File: src/common/bp_params_pkg.sv
package bp_params_pkg;

    // global history length
    // also the index width of all three pattern tables
    localparam int HISTORY_BITS = 6;

    localparam int PHT_SIZE = 64;   // entries per table, 2**HISTORY_BITS

    // two-bit saturating counters
    //   0, 1 : not taken
    //   2, 3 : taken
    // in the meta table the MSB picks gshare when set
    localparam int COUNTER_BITS = 2;
    localparam int COUNTER_MAX = 3;   // saturation ceiling, floor is 0

    // PCs are word aligned, so indexing skips the two low bits
    localparam int INDEX_LSB = 2;

endpackage

File: src/common/pipe_params_pkg.sv
package pipe_params_pkg;

    localparam int FETCH_WIDTH = 2;   // slots per fetch group
    localparam int PC_BITS = 32;

    // in-flight branch checkpoints
    localparam int STACK_DEPTH = 8;
    localparam int STACK_PTR_BITS = 3;   // log2 of STACK_DEPTH

endpackage

File: src/branch_predictor/branch_predictor.sv
`timescale 1ns/1ns

module branch_predictor
    import bp_params_pkg::*;
    import pipe_params_pkg::*;
(
    input  logic                                       clock,
    input  logic                                       reset,

    // fetch side
    input  logic                                       fetch_valid,
    input  logic [PC_BITS-1:0]                         fetch_pc,
    input  logic [FETCH_WIDTH-1:0]                     fetch_is_branch,
    input  logic                                       fetch_stall,
    input  logic                                       mispredict,

    // training from the resolver
    input  logic                                       update_valid,
    input  logic [HISTORY_BITS-1:0]                    update_simple_idx,
    input  logic [HISTORY_BITS-1:0]                    update_gshare_idx,
    input  logic [COUNTER_BITS-1:0]                    update_simple_state,
    input  logic [COUNTER_BITS-1:0]                    update_gshare_state,
    input  logic [COUNTER_BITS-1:0]                    update_meta_state,
    input  logic [HISTORY_BITS-1:0]                    repair_history,

    output logic [FETCH_WIDTH-1:0]                     predict_taken,

    // checkpoint records toward the branch stack
    output logic [FETCH_WIDTH-1:0]                     push,
    output logic [FETCH_WIDTH-1:0][HISTORY_BITS-1:0]   push_simple_idx,
    output logic [FETCH_WIDTH-1:0][HISTORY_BITS-1:0]   push_gshare_idx,
    output logic [FETCH_WIDTH-1:0][HISTORY_BITS-1:0]   push_history,
    output logic [FETCH_WIDTH-1:0][COUNTER_BITS-1:0]   push_simple_state,
    output logic [FETCH_WIDTH-1:0][COUNTER_BITS-1:0]   push_gshare_state,
    output logic [FETCH_WIDTH-1:0][COUNTER_BITS-1:0]   push_meta_state,
    output logic [FETCH_WIDTH-1:0]                     push_predicted
);

    // pattern tables, all indexed by HISTORY_BITS wide indices
    logic [COUNTER_BITS-1:0] simple_table [PHT_SIZE];
    logic [COUNTER_BITS-1:0] gshare_table [PHT_SIZE];
    logic [COUNTER_BITS-1:0] meta_table   [PHT_SIZE];   // indexed like the simple table

    logic [HISTORY_BITS-1:0] history;   // speculative global history

    // slot_history[i] is what slot i sees
    // the last entry is the history after the whole group
    logic [HISTORY_BITS-1:0] slot_history [FETCH_WIDTH+1];

    logic [PC_BITS-1:0]      slot_pc [FETCH_WIDTH];
    logic [FETCH_WIDTH-1:0]  recorded;   // branch that survives within the group
    logic                    fetch_accept;

    // a fetch is dropped while stalled or while a mispredict repairs state
    assign fetch_accept = fetch_valid && !fetch_stall && !mispredict;

    // table lookup, component choice and the speculative history chain
    always_comb begin
        logic blocked;   // an older slot in this group was predicted taken

        blocked = 1'b0;
        slot_history[0] = history;

        for (int i = 0; i < FETCH_WIDTH; i++) begin
            slot_pc[i] = fetch_pc + PC_BITS'(4 * i);

            push_simple_idx[i] = slot_pc[i][INDEX_LSB +: HISTORY_BITS];
            push_gshare_idx[i] = push_simple_idx[i] ^ slot_history[i];
            push_history[i]    = slot_history[i];

            push_simple_state[i] = simple_table[push_simple_idx[i]];
            push_gshare_state[i] = gshare_table[push_gshare_idx[i]];
            push_meta_state[i]   = meta_table[push_simple_idx[i]];

            // meta MSB set selects gshare
            if (push_meta_state[i][COUNTER_BITS-1]) begin
                push_predicted[i] = push_gshare_state[i][COUNTER_BITS-1];
            end else begin
                push_predicted[i] = push_simple_state[i][COUNTER_BITS-1];
            end

            recorded[i]      = fetch_is_branch[i] && !blocked;
            predict_taken[i] = recorded[i] && push_predicted[i];

            // only recorded branches shift their guess into the history
            if (recorded[i]) begin
                slot_history[i+1] = {slot_history[i][HISTORY_BITS-2:0], push_predicted[i]};
            end else begin
                slot_history[i+1] = slot_history[i];
            end

            blocked = blocked || predict_taken[i];   // later slots are off-path
        end
    end

    assign push = recorded & {FETCH_WIDTH{fetch_accept}};

    // history register, repair wins over a new group
    always_ff @(posedge clock) begin
        if (reset) begin
            history <= '0;
        end else if (mispredict) begin
            history <= repair_history;
        end else if (fetch_accept) begin
            history <= slot_history[FETCH_WIDTH];
        end
    end

    // counters start strongly not taken, written only by the resolver
    always_ff @(posedge clock) begin
        if (reset) begin
            for (int e = 0; e < PHT_SIZE; e++) begin
                simple_table[e] <= '0;
                gshare_table[e] <= '0;
                meta_table[e]   <= '0;
            end
        end else if (update_valid) begin
            simple_table[update_simple_idx] <= update_simple_state;
            gshare_table[update_gshare_idx] <= update_gshare_state;
            meta_table[update_simple_idx]   <= update_meta_state;
        end
    end

endmodule

File: src/branch_stack.sv
`timescale 1ns/1ns

module branch_stack
    import bp_params_pkg::*;
    import pipe_params_pkg::*;
(
    input  logic                                       clock,
    input  logic                                       reset,

    input  logic [FETCH_WIDTH-1:0]                     push,
    input  logic [FETCH_WIDTH-1:0][HISTORY_BITS-1:0]   push_simple_idx,
    input  logic [FETCH_WIDTH-1:0][HISTORY_BITS-1:0]   push_gshare_idx,
    input  logic [FETCH_WIDTH-1:0][HISTORY_BITS-1:0]   push_history,
    input  logic [FETCH_WIDTH-1:0][COUNTER_BITS-1:0]   push_simple_state,
    input  logic [FETCH_WIDTH-1:0][COUNTER_BITS-1:0]   push_gshare_state,
    input  logic [FETCH_WIDTH-1:0][COUNTER_BITS-1:0]   push_meta_state,
    input  logic [FETCH_WIDTH-1:0]                     push_predicted,

    input  logic                                       pop,
    input  logic                                       mispredict,

    output logic                                       fetch_stall,
    output logic                                       stack_empty,

    // oldest in-flight record
    output logic [HISTORY_BITS-1:0]                    head_simple_idx,
    output logic [HISTORY_BITS-1:0]                    head_gshare_idx,
    output logic [HISTORY_BITS-1:0]                    head_history,
    output logic [COUNTER_BITS-1:0]                    head_simple_state,
    output logic [COUNTER_BITS-1:0]                    head_gshare_state,
    output logic [COUNTER_BITS-1:0]                    head_meta_state,
    output logic                                       head_predicted
);

    logic [HISTORY_BITS-1:0] simple_idx_mem   [STACK_DEPTH];
    logic [HISTORY_BITS-1:0] gshare_idx_mem   [STACK_DEPTH];
    logic [HISTORY_BITS-1:0] history_mem      [STACK_DEPTH];
    logic [COUNTER_BITS-1:0] simple_state_mem [STACK_DEPTH];
    logic [COUNTER_BITS-1:0] gshare_state_mem [STACK_DEPTH];
    logic [COUNTER_BITS-1:0] meta_state_mem   [STACK_DEPTH];
    logic                    predicted_mem    [STACK_DEPTH];

    logic [STACK_PTR_BITS-1:0] head;
    logic [STACK_PTR_BITS-1:0] tail;
    logic [STACK_PTR_BITS:0]   count;   // one extra bit to hold a full stack

    logic [STACK_PTR_BITS-1:0] write_ptr [FETCH_WIDTH];
    logic [STACK_PTR_BITS:0]   push_count;

    // pushing slots pack into consecutive entries in slot order
    always_comb begin
        push_count = '0;
        for (int i = 0; i < FETCH_WIDTH; i++) begin
            write_ptr[i] = tail + push_count[STACK_PTR_BITS-1:0];   // wraps at depth
            push_count   = push_count + (STACK_PTR_BITS+1)'(push[i]);
        end
    end

    // stall unless a full group fits
    assign fetch_stall = count > (STACK_PTR_BITS+1)'(STACK_DEPTH - FETCH_WIDTH);
    assign stack_empty = count == '0;

    always_ff @(posedge clock) begin
        if (reset || mispredict) begin   // a mispredict drops every record
            head  <= '0;
            tail  <= '0;
            count <= '0;
        end else begin
            head  <= head + STACK_PTR_BITS'(pop);
            tail  <= tail + push_count[STACK_PTR_BITS-1:0];
            count <= count + push_count - (STACK_PTR_BITS+1)'(pop);
        end
    end

    always_ff @(posedge clock) begin
        for (int i = 0; i < FETCH_WIDTH; i++) begin
            if (push[i]) begin
                simple_idx_mem[write_ptr[i]]   <= push_simple_idx[i];
                gshare_idx_mem[write_ptr[i]]   <= push_gshare_idx[i];
                history_mem[write_ptr[i]]      <= push_history[i];
                simple_state_mem[write_ptr[i]] <= push_simple_state[i];
                gshare_state_mem[write_ptr[i]] <= push_gshare_state[i];
                meta_state_mem[write_ptr[i]]   <= push_meta_state[i];
                predicted_mem[write_ptr[i]]    <= push_predicted[i];
            end
        end
    end

    assign head_simple_idx   = simple_idx_mem[head];
    assign head_gshare_idx   = gshare_idx_mem[head];
    assign head_history      = history_mem[head];
    assign head_simple_state = simple_state_mem[head];
    assign head_gshare_state = gshare_state_mem[head];
    assign head_meta_state   = meta_state_mem[head];
    assign head_predicted    = predicted_mem[head];

endmodule

File: src/branch_resolver.sv
`timescale 1ns/1ns

module branch_resolver
    import bp_params_pkg::*;
(
    input  logic                     resolve_valid,
    input  logic                     resolve_taken,
    input  logic                     stack_empty,

    // oldest record from the stack
    input  logic [HISTORY_BITS-1:0]  head_simple_idx,
    input  logic [HISTORY_BITS-1:0]  head_gshare_idx,
    input  logic [HISTORY_BITS-1:0]  head_history,
    input  logic [COUNTER_BITS-1:0]  head_simple_state,
    input  logic [COUNTER_BITS-1:0]  head_gshare_state,
    input  logic [COUNTER_BITS-1:0]  head_meta_state,
    input  logic                     head_predicted,

    output logic                     pop,
    output logic                     mispredict,

    output logic                     update_valid,
    output logic [HISTORY_BITS-1:0]  update_simple_idx,
    output logic [HISTORY_BITS-1:0]  update_gshare_idx,
    output logic [COUNTER_BITS-1:0]  update_simple_state,
    output logic [COUNTER_BITS-1:0]  update_gshare_state,
    output logic [COUNTER_BITS-1:0]  update_meta_state,
    output logic [HISTORY_BITS-1:0]  repair_history
);

    logic simple_guess;
    logic gshare_guess;

    // one saturating step, up toward taken or down toward not taken
    function automatic logic [COUNTER_BITS-1:0] counter_step(
        input logic [COUNTER_BITS-1:0] state,
        input logic                    up
    );
        logic [COUNTER_BITS-1:0] next_state;

        next_state = state;
        if (up && state != COUNTER_BITS'(COUNTER_MAX)) begin
            next_state = state + COUNTER_BITS'(1);
        end else if (!up && state != '0) begin
            next_state = state - COUNTER_BITS'(1);
        end
        return next_state;
    endfunction

    // a resolve with nothing in flight is dropped
    assign pop        = resolve_valid && !stack_empty;
    assign mispredict = pop && (head_predicted != resolve_taken);

    assign simple_guess = head_simple_state[COUNTER_BITS-1];
    assign gshare_guess = head_gshare_state[COUNTER_BITS-1];

    assign update_valid      = pop;
    assign update_simple_idx = head_simple_idx;
    assign update_gshare_idx = head_gshare_idx;

    // both components train from their recorded states
    assign update_simple_state = counter_step(head_simple_state, resolve_taken);
    assign update_gshare_state = counter_step(head_gshare_state, resolve_taken);

    // chooser moves only when the components disagreed
    // up means trust gshare
    always_comb begin
        if (simple_guess != gshare_guess) begin
            update_meta_state = counter_step(head_meta_state, gshare_guess == resolve_taken);
        end else begin
            update_meta_state = head_meta_state;
        end
    end

    // history as it should have been after this branch
    assign repair_history = {head_history[HISTORY_BITS-2:0], resolve_taken};

endmodule

File: src/bp_top.sv
`timescale 1ns/1ns

module bp_top
    import bp_params_pkg::*;
    import pipe_params_pkg::*;
(
    input  logic                     clock,
    input  logic                     reset,

    input  logic                     fetch_valid,
    input  logic [PC_BITS-1:0]       fetch_pc,
    input  logic [FETCH_WIDTH-1:0]   fetch_is_branch,
    input  logic                     resolve_valid,
    input  logic                     resolve_taken,

    output logic [FETCH_WIDTH-1:0]   predict_taken,
    output logic                     fetch_stall,
    output logic                     mispredict
);

    // predictor to stack
    logic [FETCH_WIDTH-1:0]                     push;
    logic [FETCH_WIDTH-1:0][HISTORY_BITS-1:0]   push_simple_idx;
    logic [FETCH_WIDTH-1:0][HISTORY_BITS-1:0]   push_gshare_idx;
    logic [FETCH_WIDTH-1:0][HISTORY_BITS-1:0]   push_history;
    logic [FETCH_WIDTH-1:0][COUNTER_BITS-1:0]   push_simple_state;
    logic [FETCH_WIDTH-1:0][COUNTER_BITS-1:0]   push_gshare_state;
    logic [FETCH_WIDTH-1:0][COUNTER_BITS-1:0]   push_meta_state;
    logic [FETCH_WIDTH-1:0]                     push_predicted;

    // stack to resolver
    logic                      stack_empty;
    logic [HISTORY_BITS-1:0]   head_simple_idx;
    logic [HISTORY_BITS-1:0]   head_gshare_idx;
    logic [HISTORY_BITS-1:0]   head_history;
    logic [COUNTER_BITS-1:0]   head_simple_state;
    logic [COUNTER_BITS-1:0]   head_gshare_state;
    logic [COUNTER_BITS-1:0]   head_meta_state;
    logic                      head_predicted;

    // resolver back to stack and predictor
    logic                      pop;
    logic                      update_valid;
    logic [HISTORY_BITS-1:0]   update_simple_idx;
    logic [HISTORY_BITS-1:0]   update_gshare_idx;
    logic [COUNTER_BITS-1:0]   update_simple_state;
    logic [COUNTER_BITS-1:0]   update_gshare_state;
    logic [COUNTER_BITS-1:0]   update_meta_state;
    logic [HISTORY_BITS-1:0]   repair_history;

    // every port name matches a wire or port here
    branch_predictor predictor (.*);

    branch_stack stack (.*);

    branch_resolver resolver (.*);

endmodule

File: config.mk
export PLATFORM = sky130hd
export DESIGN_NAME = bp_top
export DESIGN_NICKNAME = d
export VERILOG_FILES = /design/src/common/bp_params_pkg.sv /design/src/common/pipe_params_pkg.sv /design/src/branch_predictor/branch_predictor.sv /design/src/branch_stack.sv /design/src/branch_resolver.sv /design/src/bp_top.sv
export SDC_FILE = /design/constraint.sdc
export NUM_CORES = 1
export LEC_CHECK = 0
export BUFFER_PORTS_ARGS = -buffer_cell sky130_fd_sc_hd__buf_2
export CORE_UTILIZATION = 51
export CTS_CLUSTER_DIAMETER = 120
export DETAILED_ROUTE_END_ITERATION = 16
export PLACE_DENSITY = 0.78
export SLEW_MARGIN = 25
export SYNTH_ARGS = -nofsm -noshare
export SYNTH_HDL_FRONTEND = slang
export SYNTH_HIERARCHICAL = 1
export SYNTH_SLANG_ARGS = --single-unit
File: constraint.sdc
create_clock -name clock -period 6.8 [get_ports clock]
set_input_delay 0.68 -clock clock [delete_from_list [all_inputs] [get_ports clock]]
set_output_delay 0.68 -clock clock [all_outputs]
set_load 0.02 [all_outputs]
[Word-level counts from Yosys, hierarchy flattened]
Memory sizes are Yosys's and may differ from the RTL's. A register that Yosys moved wholly into a read port is not among the register bits.
Cells that the tools add are included.
Storage, ports and cells
  memories: 10
  register bits: 16
  latch bits: 0
  memory bits (writable): 584
  bits of input ports: 39
  word-level logic and storage cells: 103
  output and inout bits: 4
  bits in read-only memories: 0
Cells by class
  reductions and logical operators: 28
  $lt $le $gt $ge: 1
  add/sub/neg operators: 13
  muxes and demuxes: 38
  bitwise gates (word level): 3
  multipliers: 0
  divide/modulo/power cells: 0
  shift operators: 0
  equal/unequal tests: 6
Memory list
  predictor.gshare_table: words 64, width 2, rd ports 2, clocked after Yosys merged registers in 0, write ports 64, RTL line branch_predictor.sv:41  | logic [COUNTER_BITS-1:0] gshare_table [PHT_SIZE];
  predictor.meta_table: words 64, width 2, rd ports 2, clocked after Yosys merged registers in 0, write ports 64, RTL line branch_predictor.sv:42  | logic [COUNTER_BITS-1:0] meta_table [PHT_SIZE];
  predictor.simple_table: words 64, width 2, rd ports 2, clocked after Yosys merged registers in 0, write ports 64, RTL line branch_predictor.sv:40  | logic [COUNTER_BITS-1:0] simple_table [PHT_SIZE];
  stack.gshare_idx_mem: words 8, width 6, rd ports 1, clocked after Yosys merged registers in 1, write ports 2, RTL line branch_stack.sv:36  | logic [HISTORY_BITS-1:0] gshare_idx_mem [STACK_DEPTH];
  stack.history_mem: words 8, width 6, rd ports 1, clocked after Yosys merged registers in 1, write ports 2, RTL line branch_stack.sv:37  | logic [HISTORY_BITS-1:0] history_mem [STACK_DEPTH];
  stack.simple_idx_mem: words 8, width 6, rd ports 1, clocked after Yosys merged registers in 1, write ports 2, RTL line branch_stack.sv:35  | logic [HISTORY_BITS-1:0] simple_idx_mem [STACK_DEPTH];
  4 more memories
Operator list (number)
  6-bit two-way mux: 7
  3-bit two-way mux: 7
  2-bit two-way mux: 10
  1-bit two-way mux: 14
  1-bit logical AND: 13
  6-bit XOR: 2
  8-bit by 3-bit adder with 8-bit output, second input constant: 1
  2-bit nonzero test: 4
  2-bit by 1-bit adder with 2-bit output, second input constant: 3
  3-bit by 1-bit adder with 3-bit output: 2
  1-bit logical NOT: 6
  2-bit != test, second input constant: 3
  2-bit OR reduction: 3
  2-bit by 1-bit subtractor with 2-bit output, second input constant: 3
  4-bit adder: 1
  4-bit by 3-bit > comparator with 1-bit output, second input constant: 1
  4-bit logical NOT: 1
  4-bit by 1-bit subtractor with 4-bit output: 1
  3-bit adder: 1
  1-bit by 1-bit adder with 2-bit output: 1
  2-bit bitwise AND: 1
  1-bit != test: 2
  1-bit equality test: 1
  1-bit logical OR: 1

[Longest topological paths before layout]
Gate-level depths: netlist of run 1.
  word-level depth: 10
  mapped depth: 21
  mapped depth without buffers: 18

[Cells and area by module]
Netlist of run 1, hierarchy kept.
By module, submodules not included
  branch_predictor: area an instance 22964.5 um^2, instances 1, cells an instance 1716, sequential area each 11651.2 um^2
  branch_stack: area an instance 10714.0 um^2, instances 1, cells an instance 591, sequential area each 6206.0 um^2
  branch_resolver: area an instance 420.4 um^2, instances 1, cells an instance 52, sequential area each 0.0 um^2

[Worst setup path after synthesis of run 1]
No wires, ideal clock.
  path type: input-to-reg
  start: in fetch_pc[2]
  end: mem stack.gshare_idx_mem[4][0], enable pin
  stages on the path: 15
  setup time: 0.442 ns
  path buffers: 3
  data required time: 6.358 ns
  slack: 1.265 ns
  arrival: 5.093 ns
  cell sequence: buf_4 > xor2_2 > buf_4 > mux4_2 > a22oi_1 > o22ai_1 > a311oi_2 > inv_1 > mux2_2 > nand2_1 > and3_1 > nor3b_1 > nand2_4 > buf_6 > o21ai_0
RTL lines
  start: declaration: RTL line bp_top.sv:11  | input logic [PC_BITS-1:0] fetch_pc,
  end: declaration: RTL line branch_stack.sv:36

==> results by stage, run 1 <==
Drt:
- The number of nets with antenna violations after routing is 0.
- For this block, the initial DRC count from the detailed router was 2449.
- The residual DRC count is 0.
- The final wirelength is 86.63 mm.
- The via total after detailed routing is 21166.
- The first TritonRoute pass finished after 6 iterations.
- Using the TritonRoute via totals, the vias-per-cell ratio works out to 6.681.
- The per-cell routed wire length is 27.35 um.

Timing:
- Setup violations remaining at the end of the flow were counted as 0.
- The total count of hold-check failures in the final report is 0.
- Clock skew on the completed layout was measured at between 0.04 and 0.05 ns.
- Counting I/O delays and the setup requirement, the final critical path takes 6.495 ns.
- The final critical path takes up 95.51% of the cycle.
- Setup repair after global routing left no endpoint under its margin.
- The final max-slew violation count is 0.
- For the pin with the worst max-slew slack, the measured transition is about 0.94 ns.
- The remaining max-slew budget at the tightest pin is 37.46%.
- The highest clock frequency the design can meet is 0.1540 GHz.
- The setup total negative slack is 0 ns.

Power and ir drop:
- Net switching is about 37% of the power.
- Dividing total power by cell area gives a power density of 338.5 nW/um^2.
- The total net switching power is 0.004519 W.
- The overall power after layout is roughly 0.012 W.
- The design internal power is 0.007831 W.
- The clock network burns 25.9% of the power.
- The maximum vdd drop is 0.6170 mV.
- The share of power burned in combinational logic is 37.5%.
- Sequential cells account for 36.7% of the total power.
- The analysis attributes to cell leakage a power of between 10 and 15 nW.

Clock tree:
- In this run the number of H-tree levels came out at 2.
- The quantity of hold-fixing buffers added after cts is 0.
- CTS placed an instance of sky130_fd_sc_hd__clkbuf_16 at the clock tree root.
- TritonCTS built the clock tree.
- The clock buffer count from CTS is 59.
- The clock insertion delay at the later pin of the skew report is 0.65 ns.
- The clock sink total is 592.
- After clock tree synthesis, the clock-pin slew on the worst setup and hold paths is around 0.06 ns.
- The buffer levels on the longest clock path is 3.

GRT:
- The residual overflow from global routing is 0.
- The via count of the first global-routing pass is 21040.
- Entering global routing, the biggest net connects 78 pins.
- The initial antenna violation count is 4.
- Global routing used 26.02% of the available tracks across all layers.
- The first global-routing pass estimated 131.7 mm of wire.

Placement:
- The cell count after placement is 3052.
- The number of buffers inserted by port buffering is 16.
- Detailed placement ended at an HPWL of 54.61 mm.
- The placed instances occupy a cell area of approximately 35000 um^2.
- At the end of routability-driven placement, the weighted congestion stood at ~0.92.

Critical path:
- The worst setup path is of the reg2out kind.
- The largest individual stage delay along the critical path comes from the cell sky130_fd_sc_hd__dfxtp_1.
- STA puts the critical path data required time at 6.12 ns.
- The number of buffer and inverter instances along the worst setup path is 3.
- In this design, the largest share of critical-path delay is due to compound AO/OA/AOI/OAI gates.
- The launching element type of the critical path is a flop.
- The arrival time of data at the critical path endpoint is between 5 and 6 ns.
- The startpoint identified for the worst register-to-register timing path is predictor/history[4]$_SDFFE_PP0P_.
- The reg-to-reg endpoint is stack/history_mem[4][4]$_DFFE_PP_.
- The signal on the critical path passes through xnor2_2 > inv_1 > mux4_2 > a22oi_1 > o22ai_1 > a311oi_2 > o221ai_1 > nor3_1 > a22o_1 > o311ai_0 > a2111oi_0 > buf_4 > and4b_1 > nor2_1 > buf_2.
- For the worst flop-to-flop path, the logic depth is 14.
- In this design, the stage delay of the slowest critical-path cell is 0.65 ns.
- In this run the worst path has a maximum fanout of 15.
- For flop-to-flop paths, the worst setup slack is 0.93 ns.
- The endpoint kind of the worst setup timing path is an output port.

Layout:
- The finished layout holds 3168 standard cells, fillers aside.
- From synthesis to final layout, the design area changed by 8.228%.
- The final standard cell area without fillers is 36490 um^2.
- The final core area utilization is roughly 56%.
- The final net count is about 2300.
- The ratio of cells with drive above 1 in the final layout is around 33%.

Floorplanning:
- The initial utilization of the core area, before any placement, comes to 51.92%.
- For this design the top-level I/O count stands at 43.
- The cell row count is between 90 and 100.
- The floorplan step set the die width to about 260 um.
- The vertical die dimension is 259.1 um.
- In this run the standard cell core region covers 64930 um^2.
- The floorplan step defined a die boundary enclosing 67140 um^2.

Min path:
- The cell depth of the worst hold path is 4.
- The min-delay analysis places its worst path in the category in2reg.
- The startpoint identified for the worst hold timing path is fetch_is_branch[1].
- The worst-case hold path end point is predictor/history[0]$_SDFFE_PP0P_.

Yosys:
- The mean instance size in the synthesized netlist is roughly 14 um^2.
- The summed instance area of the synthesized netlist is around 34000 um^2.
- During synthesis, Yosys emitted a total of 6 warnings.
- The gate count after technology mapping is 2340.
- The number of nets in the synthesized netlist is about 2400.

Status:
- The run finished with clean final reports.

Flow run:
- The number of maximum-capacitance constraint violations is 0.
## timing repair
item                                    in CTS  in global routing
buffers inserted                             0                  5
endpoints found under the setup margin       1                  1
pin swaps                                    0                  1
gates resized for setup                      1                  2
## power groups by stage
stage | Sequential, W | Combinational [W] | Clock [W]
2_1_floorplan | 0.00451 | 0.00313 | 0
3_3_place_gp | 0.00458 | 0.00435 | 0
3_5_place_dp | 0.00460 | 0.00447 | 0
4_1_cts | 0.00452 | 0.00450 | 0.00322
5_1_grt | 0.00455 | 0.00489 | 0.00337
6_report | 0.00453 | 0.00463 | 0.00319
## per-layer routing
metal / track usage, % / wire, um
met3: 4.482 / 8702
met1: 35.34 / 32760
met5: 0 / 57
met2: 42.31 / 42010
met4: 9.385 / 3104
## placed cells by master (no fill, tap or decap), types with 10 or more instances in the layout
cell,instances
sky130_fd_sc_hd__clkinv_2,10
sky130_fd_sc_hd__clkinv_1,11
sky130_fd_sc_hd__mux2_2,219
sky130_fd_sc_hd__and2_1,225
sky130_fd_sc_hd__buf_4,75
sky130_fd_sc_hd__and3_1,196
sky130_fd_sc_hd__ha_1,20
sky130_fd_sc_hd__or2_2,60
sky130_fd_sc_hd__nand2_1,73
sky130_fd_sc_hd__mux4_2,255
sky130_fd_sc_hd__nand3_1,13
sky130_fd_sc_hd__nor3_1,15
sky130_fd_sc_hd__mux2i_1,50
sky130_fd_sc_hd__dfxtp_1,13
sky130_fd_sc_hd__inv_1,38
sky130_fd_sc_hd__a21o_1,78
sky130_fd_sc_hd__a21oi_1,20
sky130_fd_sc_hd__clkbuf_1,19
sky130_fd_sc_hd__nor2_1,83
sky130_fd_sc_hd__buf_2,13
sky130_fd_sc_hd__clkbuf_16,60
sky130_fd_sc_hd__edfxtp_1,576
## final cells by class
cell class                 count  area [um^2]
tap                          855         1070
multi-input combinational   1473        15020
fill                        4951        28440
sequential                   592        17620
antenna                        2        5.005
timing repair buffer          95        738.2
inverter                      44        167.7
clock buffer                  80         1587
clock inverter                27        272.8
## worst max path at each step
stage,start,cells after the start,slack [ns],to
global placement,fetch_pc[6],16,0.43,predict_taken[1]
detailed placement,fetch_pc[3],16,0.26,predict_taken[1]
finish,predictor/history[4]$_SDFFE_PP0P_,15,0.31,predict_taken[1]
CTS,predictor/history[4]$_SDFFE_PP0P_,15,0.11,predict_taken[1]
floorplan,fetch_pc[2],15,1.31,stack/gshare_idx_mem[4][0]$_DFFE_PP_
global route,predictor/history[4]$_SDFFE_PP0P_,15,0.11,predict_taken[1]
## state kept, by name, indices dropped and copies added, names as in the netlist
register                count
predictor/gshare_table    128
predictor/history           6
predictor/meta_table      128
predictor/simple_table    128
stack/count                 4
stack/gshare_idx_mem       48
stack/gshare_state_mem     16
stack/head                  3
stack/history_mem          40
stack/meta_state_mem       16
stack/predicted_mem         8
stack/simple_idx_mem       48
stack/simple_state_mem     16
stack/tail                  3
## worst min-delay path, cell delays in order
cell	delay, ns
sky130_fd_sc_hd__buf_2	0.13
sky130_fd_sc_hd__o311ai_0	0.13
sky130_fd_sc_hd__nand2_1	0.08
sky130_fd_sc_hd__o21ai_1	0.05
## stage by stage
step,hold WS [ns],setup WS (ns)
global route,0.5092,0.1074
CTS,0.4690,0.1082
finish,0.4863,0.3053
detailed placement,0.5458,0.2581
global placement,0.5438,0.4347
floorplan,0.5094,1.312
(Power assumes the default switching activity.)
==> inputs of run 2 (changes only) <==
CORE_UTILIZATION = 60   (was 51)
PLACE_DENSITY = 0.87   (was 0.78)
==> run 2 against run 1 <==
Register-to-register slack improved by 0.08 ns. Sequential share of layout area increased by 0.35 points. Global-route usage increased by 5.0 points. Utilization increased by 9.3 points. Routed wire length increased by 0.80%. Hold slack improved by 0.029 ns. Sequential cell count unchanged. Sequential power about the same. First-iteration DRC count increased by 28%. Final area decreased by 0.72%. Maximum frequency decreased by 0.88%. Critical endpoint unchanged. Largest cell class unchanged. Largest power group unchanged. Highest routed layer unchanged.
==> results by stage, run 2 (synthesis results as in run 1) <==
Floorplanning:
- The standard cell core area is 55310 um^2 (-15%).
- The cell row count is 86 (-7.5%).
- The vertical die dimension was 239.0 um (-7.7%).
- The starting density of the core is 60.95% (+9.0 points).
- The die boundary width came to 239.0 um (-7.7%).
- The top-level port count is 43 (unchanged).
- The area of the die is 57140 um^2 (-15%).

Clock tree:
- The clock sink total is 592 (unchanged).
- The clock insertion delay at the later pin of the skew report is 0.64 ns (about the same).
- The CTS root buffer is sky130_fd_sc_hd__clkbuf_16.
- The setup fix buffers added after clock tree synthesis came to 0 (unchanged).
- The clock buffer count from CTS is 58 (-1.7%).
- The buffer levels on the longest clock path is 3 (unchanged).
- The quantity of hold-fixing buffers added after cts is 0 (unchanged).
- The clock-pin slew reported for the worst setup and hold paths after clock tree synthesis is 0.06 ns (about the same).
- TritonCTS built the clock tree.
- The H-tree depth is 2 (unchanged).
- The count of cells resized by post-cts repair came to 0 (-1).

Timing:
- The total count of hold-check failures in the final report was 0 (unchanged).
- The remaining max-slew budget at the tightest pin came to 36.75% (-0.71 points).
- The hold slack is 0.5150 ns (+0.02862 ns).
- The final max-slew violation count was 0 (unchanged).
- Setup repair after global routing left no endpoint under its margin.
- The transition at the pin with the smallest max-transition slack came to 0.9467 ns (+0.008576 ns).
- The minimum period implied by the final worst setup slack is 6.553 ns (+0.05792 ns).
- The setup total negative slack is 0 ns (unchanged).
- The highest clock frequency the design can meet is 0.1526 GHz (-0.88%).
- The total setup violations reported at the end of the flow is 0 (unchanged).
- The clock tree skew after final layout is 0.03722 ns (-0.01018 ns).
- The share of the clock period used by the worst path is 96.36% (+0.85 points).

Power and ir drop:
- The power per cell area came to 336.8 nW/um^2 (-0.48%).
- The maximum vdd drop is 1.562 mV (+150%).
- The reported leakage power is 13.71 nW (-0.35%).

Status:
- The run finished with clean final reports.

Critical path:
- The arrival time of data at the critical path endpoint is 5.87 ns (+0.06 ns).
- The launching element type of the critical path is a flop.
- The endpoint kind of the worst setup timing path is an output port.
- The highest fanout seen on the critical path is 10 (-5).
- The critical path is of the reg2out type.
- The required time at the worst-slack endpoint is 6.12 ns (about the same).

Drt:
- The detailed-routing iteration count for the pre-antenna-repair pass was 6 (unchanged).
- The via total after detailed routing came to 21659 (+2.3%).
- The residual DRC count came to 0 (unchanged).
- The count of routing violations after the opening detailed-route iteration was 3123 (+28%).
- The per-cell routed wire length is 28.57 um (+4.5%).
- The final wirelength is 87.32 mm (+0.80%).
- The number of nets with antenna violations after routing came to 0 (unchanged).
- The average via count per standard cell is 7.087 (+6.1%).

GRT:
- The via count of the first global-routing pass is 21544 (+2.4%).
- The global routing usage on met3 is 7.656% (+3.2 points).
- The wire length of the first global-routing pass is 132.0 mm (+0.19%).
- The residual overflow from global routing is 0 (unchanged).
- The global routing met1 resource utilization was 40.85% (+5.5 points).
- The initial antenna violation count is 5 (+1).
- The maximum number of pins on one net before global-route repair is 87 (+12%).
- The met2 usage in global routing is 49.00% (+6.7 points).
- The combined global-route utilization of all metal layers is 30.99% (+5.0 points).
- The most utilized layer in the global route result is met2.

Layout:
- The final net count was 2323 (-0.17%).
- The ratio of cells with drive above 1 in the final layout is 32.61% (-0.36 points).
- The area growth from synthesis to layout is 7.449%.
- The non-filler instance count after layout came to 3056 (-3.5%).
- In the final layout, the registers with the most flip-flops are predictor/gshare_table (128), predictor/meta_table (128), predictor/simple_table (128).
- The final core area utilization is 65.49% (+9.3 points).
- The top cell types in the final layout, fill and taps aside, are sky130_fd_sc_hd__edfxtp_1, sky130_fd_sc_hd__mux4_2, sky130_fd_sc_hd__and2_1.
- The library cell used most frequently in the layout, excluding fill and tap cells, is sky130_fd_sc_hd__edfxtp_1.

Placement:
- The number of buffers inserted by port buffering came to 16 (unchanged).
- The HPWL after detailed placement is 54.68 mm (+0.14%).
- The cell count after placement is 2949 (-3.4%).
- The last weighted congestion value of the routability-driven placer is 0.9403 (+2.1%).

Min path:
- The worst min-delay path class is in2reg.

Flow run:
- The number of maximum-capacitance constraint violations is 0 (unchanged).
[run 2: cell types whose count changed in the layout (fill, tap and decap cells not counted), sizes merged]
cell and change:
inv +1, clkinv +7, clkbuf -9, bufinv -2
buf -2
[run 2: worst paths after layout]
check                                                  startpoint                                      to  slack [ns]  depth (start not counted)
worst max-delay path            predictor/history[0]$_SDFFE_PP0P_                        predict_taken[1]        0.25                         15
worst max register to register  predictor/history[0]$_SDFFE_PP0P_  stack/gshare_state_mem[0][0]$_DFFE_PP_        1.01                         14
worst min register to register  predictor/history[5]$_SDFFE_PP0P_       predictor/history[5]$_SDFFE_PP0P_        0.57                          2
worst min-delay path                                  fetch_pc[5]    stack/simple_idx_mem[2][3]$_DFFE_PP_        0.51                          2
[run 2: power breakdown]
group | switching [W] | total [W] | internal (W)
registers | 0.000158 | 0.00451 | 0.00436
clock network | 0.00137 | 0.00307 | 0.00170
logic | 0.00299 | 0.00462 | 0.00163
total | 0.00452 | 0.0122 | 0.00769
[run 2: area by class of cell]
type / count / area (um^2)
clock inverter: 33 / 244.0
timing repair buffer: 92 / 737.0
inverter: 44 / 167.7
sequential: 592 / 17620
clock buffer: 72 / 1525
tap: 748 / 935.9
antenna: 2 / 5.005
fill: 3605 / 19080
multi-input combinational: 1473 / 14990
[run 2: critical path: stages (launching register included)]
cell and delay (ns):
sky130_fd_sc_hd__dfxtp_1 0.46, sky130_fd_sc_hd__xor2_4 0.40, sky130_fd_sc_hd__buf_4 0.25, sky130_fd_sc_hd__mux4_2 0.55
sky130_fd_sc_hd__a221oi_1 0.36, sky130_fd_sc_hd__nand2_1 0.14, sky130_fd_sc_hd__a311oi_2 0.61, sky130_fd_sc_hd__a41oi_2 0.36
sky130_fd_sc_hd__nand2_2 0.21, sky130_fd_sc_hd__buf_4 0.27, sky130_fd_sc_hd__mux2_1 0.34, sky130_fd_sc_hd__a2111oi_0 0.40
sky130_fd_sc_hd__a22oi_1 0.16, sky130_fd_sc_hd__and4b_1 0.32, sky130_fd_sc_hd__nor2_1 0.20, sky130_fd_sc_hd__buf_2 0.21
[run 2: through the flow]
| step | cell area, um^2 | total power, W | setup WS, ns |
|---|---|---|---|
| after floorplan | 33710 | 0.007635 | 1.312 |
| after global placement | 34410 | 0.008848 | 0.6650 |
| after detailed placement | 34410 | 0.009012 | 0.6117 |
| after CTS | 36180 | 0.01207 | 0.3266 |
| after global routing | 36220 | 0.01258 | 0.01154 |
| final | 36220 | 0.01220 | 0.2473 |
[run 2: routing by layer]
metal	vias to the layer above	share of wire [%]	wire length [um]
met5	-	0.053	46
met4	8	4.7	4088
met3	300	13	11640
met2	1681	47	41110
met1	10784	35	30440
li1	8886	-	-
==> inputs of run 3 (changes only) <==
RECOVER_POWER = 25   (was not set)
clock period = 6.95 ns   (was 6.8 ns; I/O delays follow)
==> run 3 against run 2 <==
The run now ends with capacitance limit, slew limit left. Register-to-register slack got worse by 0.44 ns. Critical path depth unchanged. Sequential share of layout area increased by 0.15 points. Hold slack better by 0.044 ns. Routed wire length up 0.40%. Non-clock buffer count is 3 lower. Clock-buffer cell count increased by 1. Largest power group unchanged. Critical path type unchanged. Final area down 0.33%.
==> results by stage, run 3 (synthesis results as in run 1) <==
Drt:
- The average via count per standard cell came to 7.088 (about the same).
- The per-cell routed wire length is 28.75 um (+0.63%).
- The residual DRC count came to 0 (unchanged).
- The via total after detailed routing was 21611 (-0.22%).
- The detailed-routing iteration count for the pre-antenna-repair pass is 6 (unchanged).
- The routed wire length on met3 was 11.12 mm (-4.5%).
- The total met2 wirelength after detailed routing is 42.00 mm (+2.2%).
- The highest layer used for signal routing is met5.
- The count of routing violations after the opening detailed-route iteration is 3332 (+6.7%).
- The number of nets with antenna violations after routing is 0 (unchanged).
- The post-route met1 wirelength is 30.66 mm (+0.71%).
- The final wirelength is 87.67 mm (+0.40%).

Timing:
- The remaining max-slew budget at the tightest pin is -116.9% (-150 points).
- Static timing analysis puts the maximum clock frequency at approximately 0.15 GHz.
- The setup total negative slack is 0 ns (unchanged).
- The share of the clock period used by the worst path is a little over nine tenths.
- The total count of hold-check failures in the final report is 0 (unchanged).
- Setup repair after global routing left no endpoint under its margin.
- The final max-slew violation count is 61 (+61).
- The clock tree skew after final layout came to 0.03854 ns (+0.001327 ns).
- The transition at the pin with the smallest max-transition slack is 3.254 ns (+2.307 ns).
- The least setup slack across all paths after layout was 0.3523 ns (+0.1049 ns).
- The total setup violations reported at the end of the flow is 0 (unchanged).
- The minimum period implied by the final worst setup slack is 6.598 ns.

Layout:
- The register area is 17620 um^2 (about the same).
- The top cell types in the final layout, fill and taps aside, are sky130_fd_sc_hd__edfxtp_1, sky130_fd_sc_hd__mux4_2, sky130_fd_sc_hd__and2_1, sky130_fd_sc_hd__mux2_2, sky130_fd_sc_hd__and3_1.
- The final standard cell area without fillers is 36100 um^2 (-0.33%).
- The signed area change from the synthesized netlist to the final layout is 7.093%.
- The non-filler instance count after layout is 3049 (-0.23%).
- The area of the multi-input gates is 14960 um^2 (-0.18%).
- The final net count was 2319 (-0.17%).
- In the final layout, the registers with the most flip-flops are predictor/gshare_table (128), predictor/meta_table (128), predictor/simple_table (128).
- The ratio of cells with drive above 1 in the final layout is 31.88% (-0.73 points).
- The commonest non-fill, non-tap cell in the layout is sky130_fd_sc_hd__edfxtp_1.
- The final core area utilization came to 65.28% (-0.22 points).
- The filler cell count in the final layout was 3654 (+1.4%).

Placement:
- The post-place instance area is 34370 um^2 (-0.11%).
- The HPWL after detailed placement is 55.26 mm (+1.0%).
- The last weighted congestion value of the routability-driven placer is 0.9225 (-1.9%).
- The cell count after placement is 2946 (-0.10%).
- The worst slack after detailed placement is 0.5113 ns (-0.1004 ns).
- The number of buffers inserted by port buffering is 16 (unchanged).

Critical path:
- The highest fanout seen on the critical path is 15 (+5).
- The worst reg-to-reg setup slack was 0.57 ns (-0.44 ns).
- The arrival time of data at the critical path endpoint is 5.90 ns (+0.03 ns).
- The reg-to-reg endpoint is predictor/simple_table[8][0]$_SDFFCE_PN0P_.
- The highest cell delay on the worst timing path is 0.57 ns (-0.04 ns).
- The critical path goes through xnor2_2 > inv_1 > mux4_2 > a22oi_1 > o22ai_1 > a311oi_2 > a41oi_2 > nand2_2 > buf_4 > mux2_1 > a2111oi_0 > a22oi_1 > and4b_1 > nor2_1 > buf_2.
- The required time at the worst-slack endpoint was 6.25 ns (+0.13 ns).
- In this run the critical register-to-register path is launched from stack/head[1]$_SDFF_PP0_.
- The number of cells on the worst reg-to-reg path is 7 (-7).
- The worst setup path is launched from a flop.
- For this design, the slowest cell found on the critical path is sky130_fd_sc_hd__a311oi_2.
- Counting stages on the worst path, the most repeated cell is sky130_fd_sc_hd__a22oi_1.
- STA classifies the critical path endpoint as an output port.
- The setup path with the least slack is of type reg2out.

Floorplanning:
- The standard cell core area is 55310 um^2 (unchanged).
- The starting density of the core is 60.95% (unchanged).
- The vertical die dimension is 239.0 um (unchanged).
- The top-level port count is 43 (unchanged).
- The die boundary width was 239.0 um (unchanged).
- The cell row count is 86 (unchanged).
- The area of the die is 57140 um^2 (unchanged).

Clock tree:
- The clock buffer count from CTS came to 57 (-1.7%).
- The clock sink total was 592 (unchanged).
- The H-tree depth came to 2 (unchanged).
- The clock insertion delay at the later pin of the skew report is 0.64 ns (about the same).
- The buffer levels on the longest clock path is 3 (unchanged).
- The tree is rooted in a sky130_fd_sc_hd__clkbuf_16.
- The quantity of hold-fixing buffers added after cts is 0 (unchanged).
- The clock-pin slew reported for the worst setup and hold paths after clock tree synthesis is 0.06 ns (about the same).
- The TritonCTS clock tree is yes.

Power and ir drop:
- The maximum vdd drop was 1.110 mV (-29%).
- The reported leakage power came to 13.62 nW (-0.68%).
- The power per cell area was 329.5 nW/um^2 (-2.2%).

Status:
- The checks that failed: capacitance limit, slew limit.
- The flow ran to the end, but the final reports show violations.

Min path:
- The startpoint identified for the worst hold timing path is fetch_pc[5].
- The worst min-delay path class is in2reg.
- For hold timing, the worst endpoint is stack/simple_idx_mem[6][3]$_DFFE_PP_.
- The cell depth of the worst hold path was 2 (unchanged).

GRT:
- The initial antenna violation count is 5 (unchanged).
- The residual overflow from global routing is 0 (unchanged).
- The wire length of the first global-routing pass is 131.8 mm (about the same).
- The maximum number of pins on one net before global-route repair is 91 (+4.6%).
- The via count of the first global-routing pass is 21489 (-0.26%).
- The combined global-route utilization of all metal layers is 31.03% (+0.040 points).

Flow run:
- The number of maximum-capacitance constraint violations came to 2 (+2).
-- run 3: cell types whose count changed in the layout (fill, tap and decap cells not counted), sizes merged --
cell and delta:
inv -1, buf -11, bufinv +1, clkinvlp +2, clkinv -7, clkbuf +9
-- run 3: final cells by class --
cell class,count,area share (%)
flip-flops and latches,592,48.80
multi-input cells,1473,41.43
clock buffers,73,4.176
well taps,748,2.592
repair buffers,89,1.844
clock inverters,28,0.6758
inverters,44,0.4644
diodes,2,0.01386
-- run 3: power by group --
part / internal, W / switching (W)
Combinational: 0.00155 / 0.00293
Clock: 0.00167 / 0.00133
Sequential: 0.00426 / 0.000156
Total: 0.00748 / 0.00441
-- run 3: how the worst max path moves through the flow --
| stage | startpoint | depth (start not counted) | endpoint |
|---|---|---|---|
| global route | stack/head[1]$_SDFF_PP0_ | 7 | predictor/meta_table[8][1]$_SDFFCE_PN0P_ |
| CTS | predictor/history[4]$_SDFFE_PP0P_ | 15 | predict_taken[1] |
| finish | predictor/history[4]$_SDFFE_PP0P_ | 15 | predict_taken[1] |
| global placement | fetch_pc[6] | 16 | predict_taken[1] |
| detailed placement | fetch_pc[6] | 16 | predict_taken[1] |
| floorplan | fetch_pc[2] | 15 | stack/gshare_idx_mem[4][0]$_DFFE_PP_ |
-- run 3: per-layer routing --
metal  track usage [%]  vias to the layer above
li1                  -                     8876
met1             40.65                    10794
met2             49.61                     1636
met3             7.933                      301
met4             12.76                        4
met5                 0                        -
-- run 3: repair_timing --
item,4_1_cts,5_1_grt
gates resized for setup,0,1
setup endpoints to repair,0,1
setup buffers,0,0
-- run 3: stage by stage --
| step | total power, W | hold slack [ns] |
|---|---|---|
| final | 0.01190 | 0.5585 |
| after global routing | 0.01226 | 0.5452 |
| after CTS | 0.01181 | 0.5240 |
| after detailed placement | 0.008808 | 0.6148 |
| after global placement | 0.008650 | 0.5470 |
| after floorplan | 0.007471 | 0.5094 |
-- run 3: worst max-delay path, delay by kind of cell, from the launching register on --
kind | cells | cell delay (ns)
AO/OA/AOI/OAI | 6 | 1.87
XOR/XNOR | 1 | 0.56
buffers and inverters | 3 | 0.94
flip-flops | 1 | 0.45
multiplexers | 2 | 0.73
AND/OR/NAND/NOR | 3 | 0.71
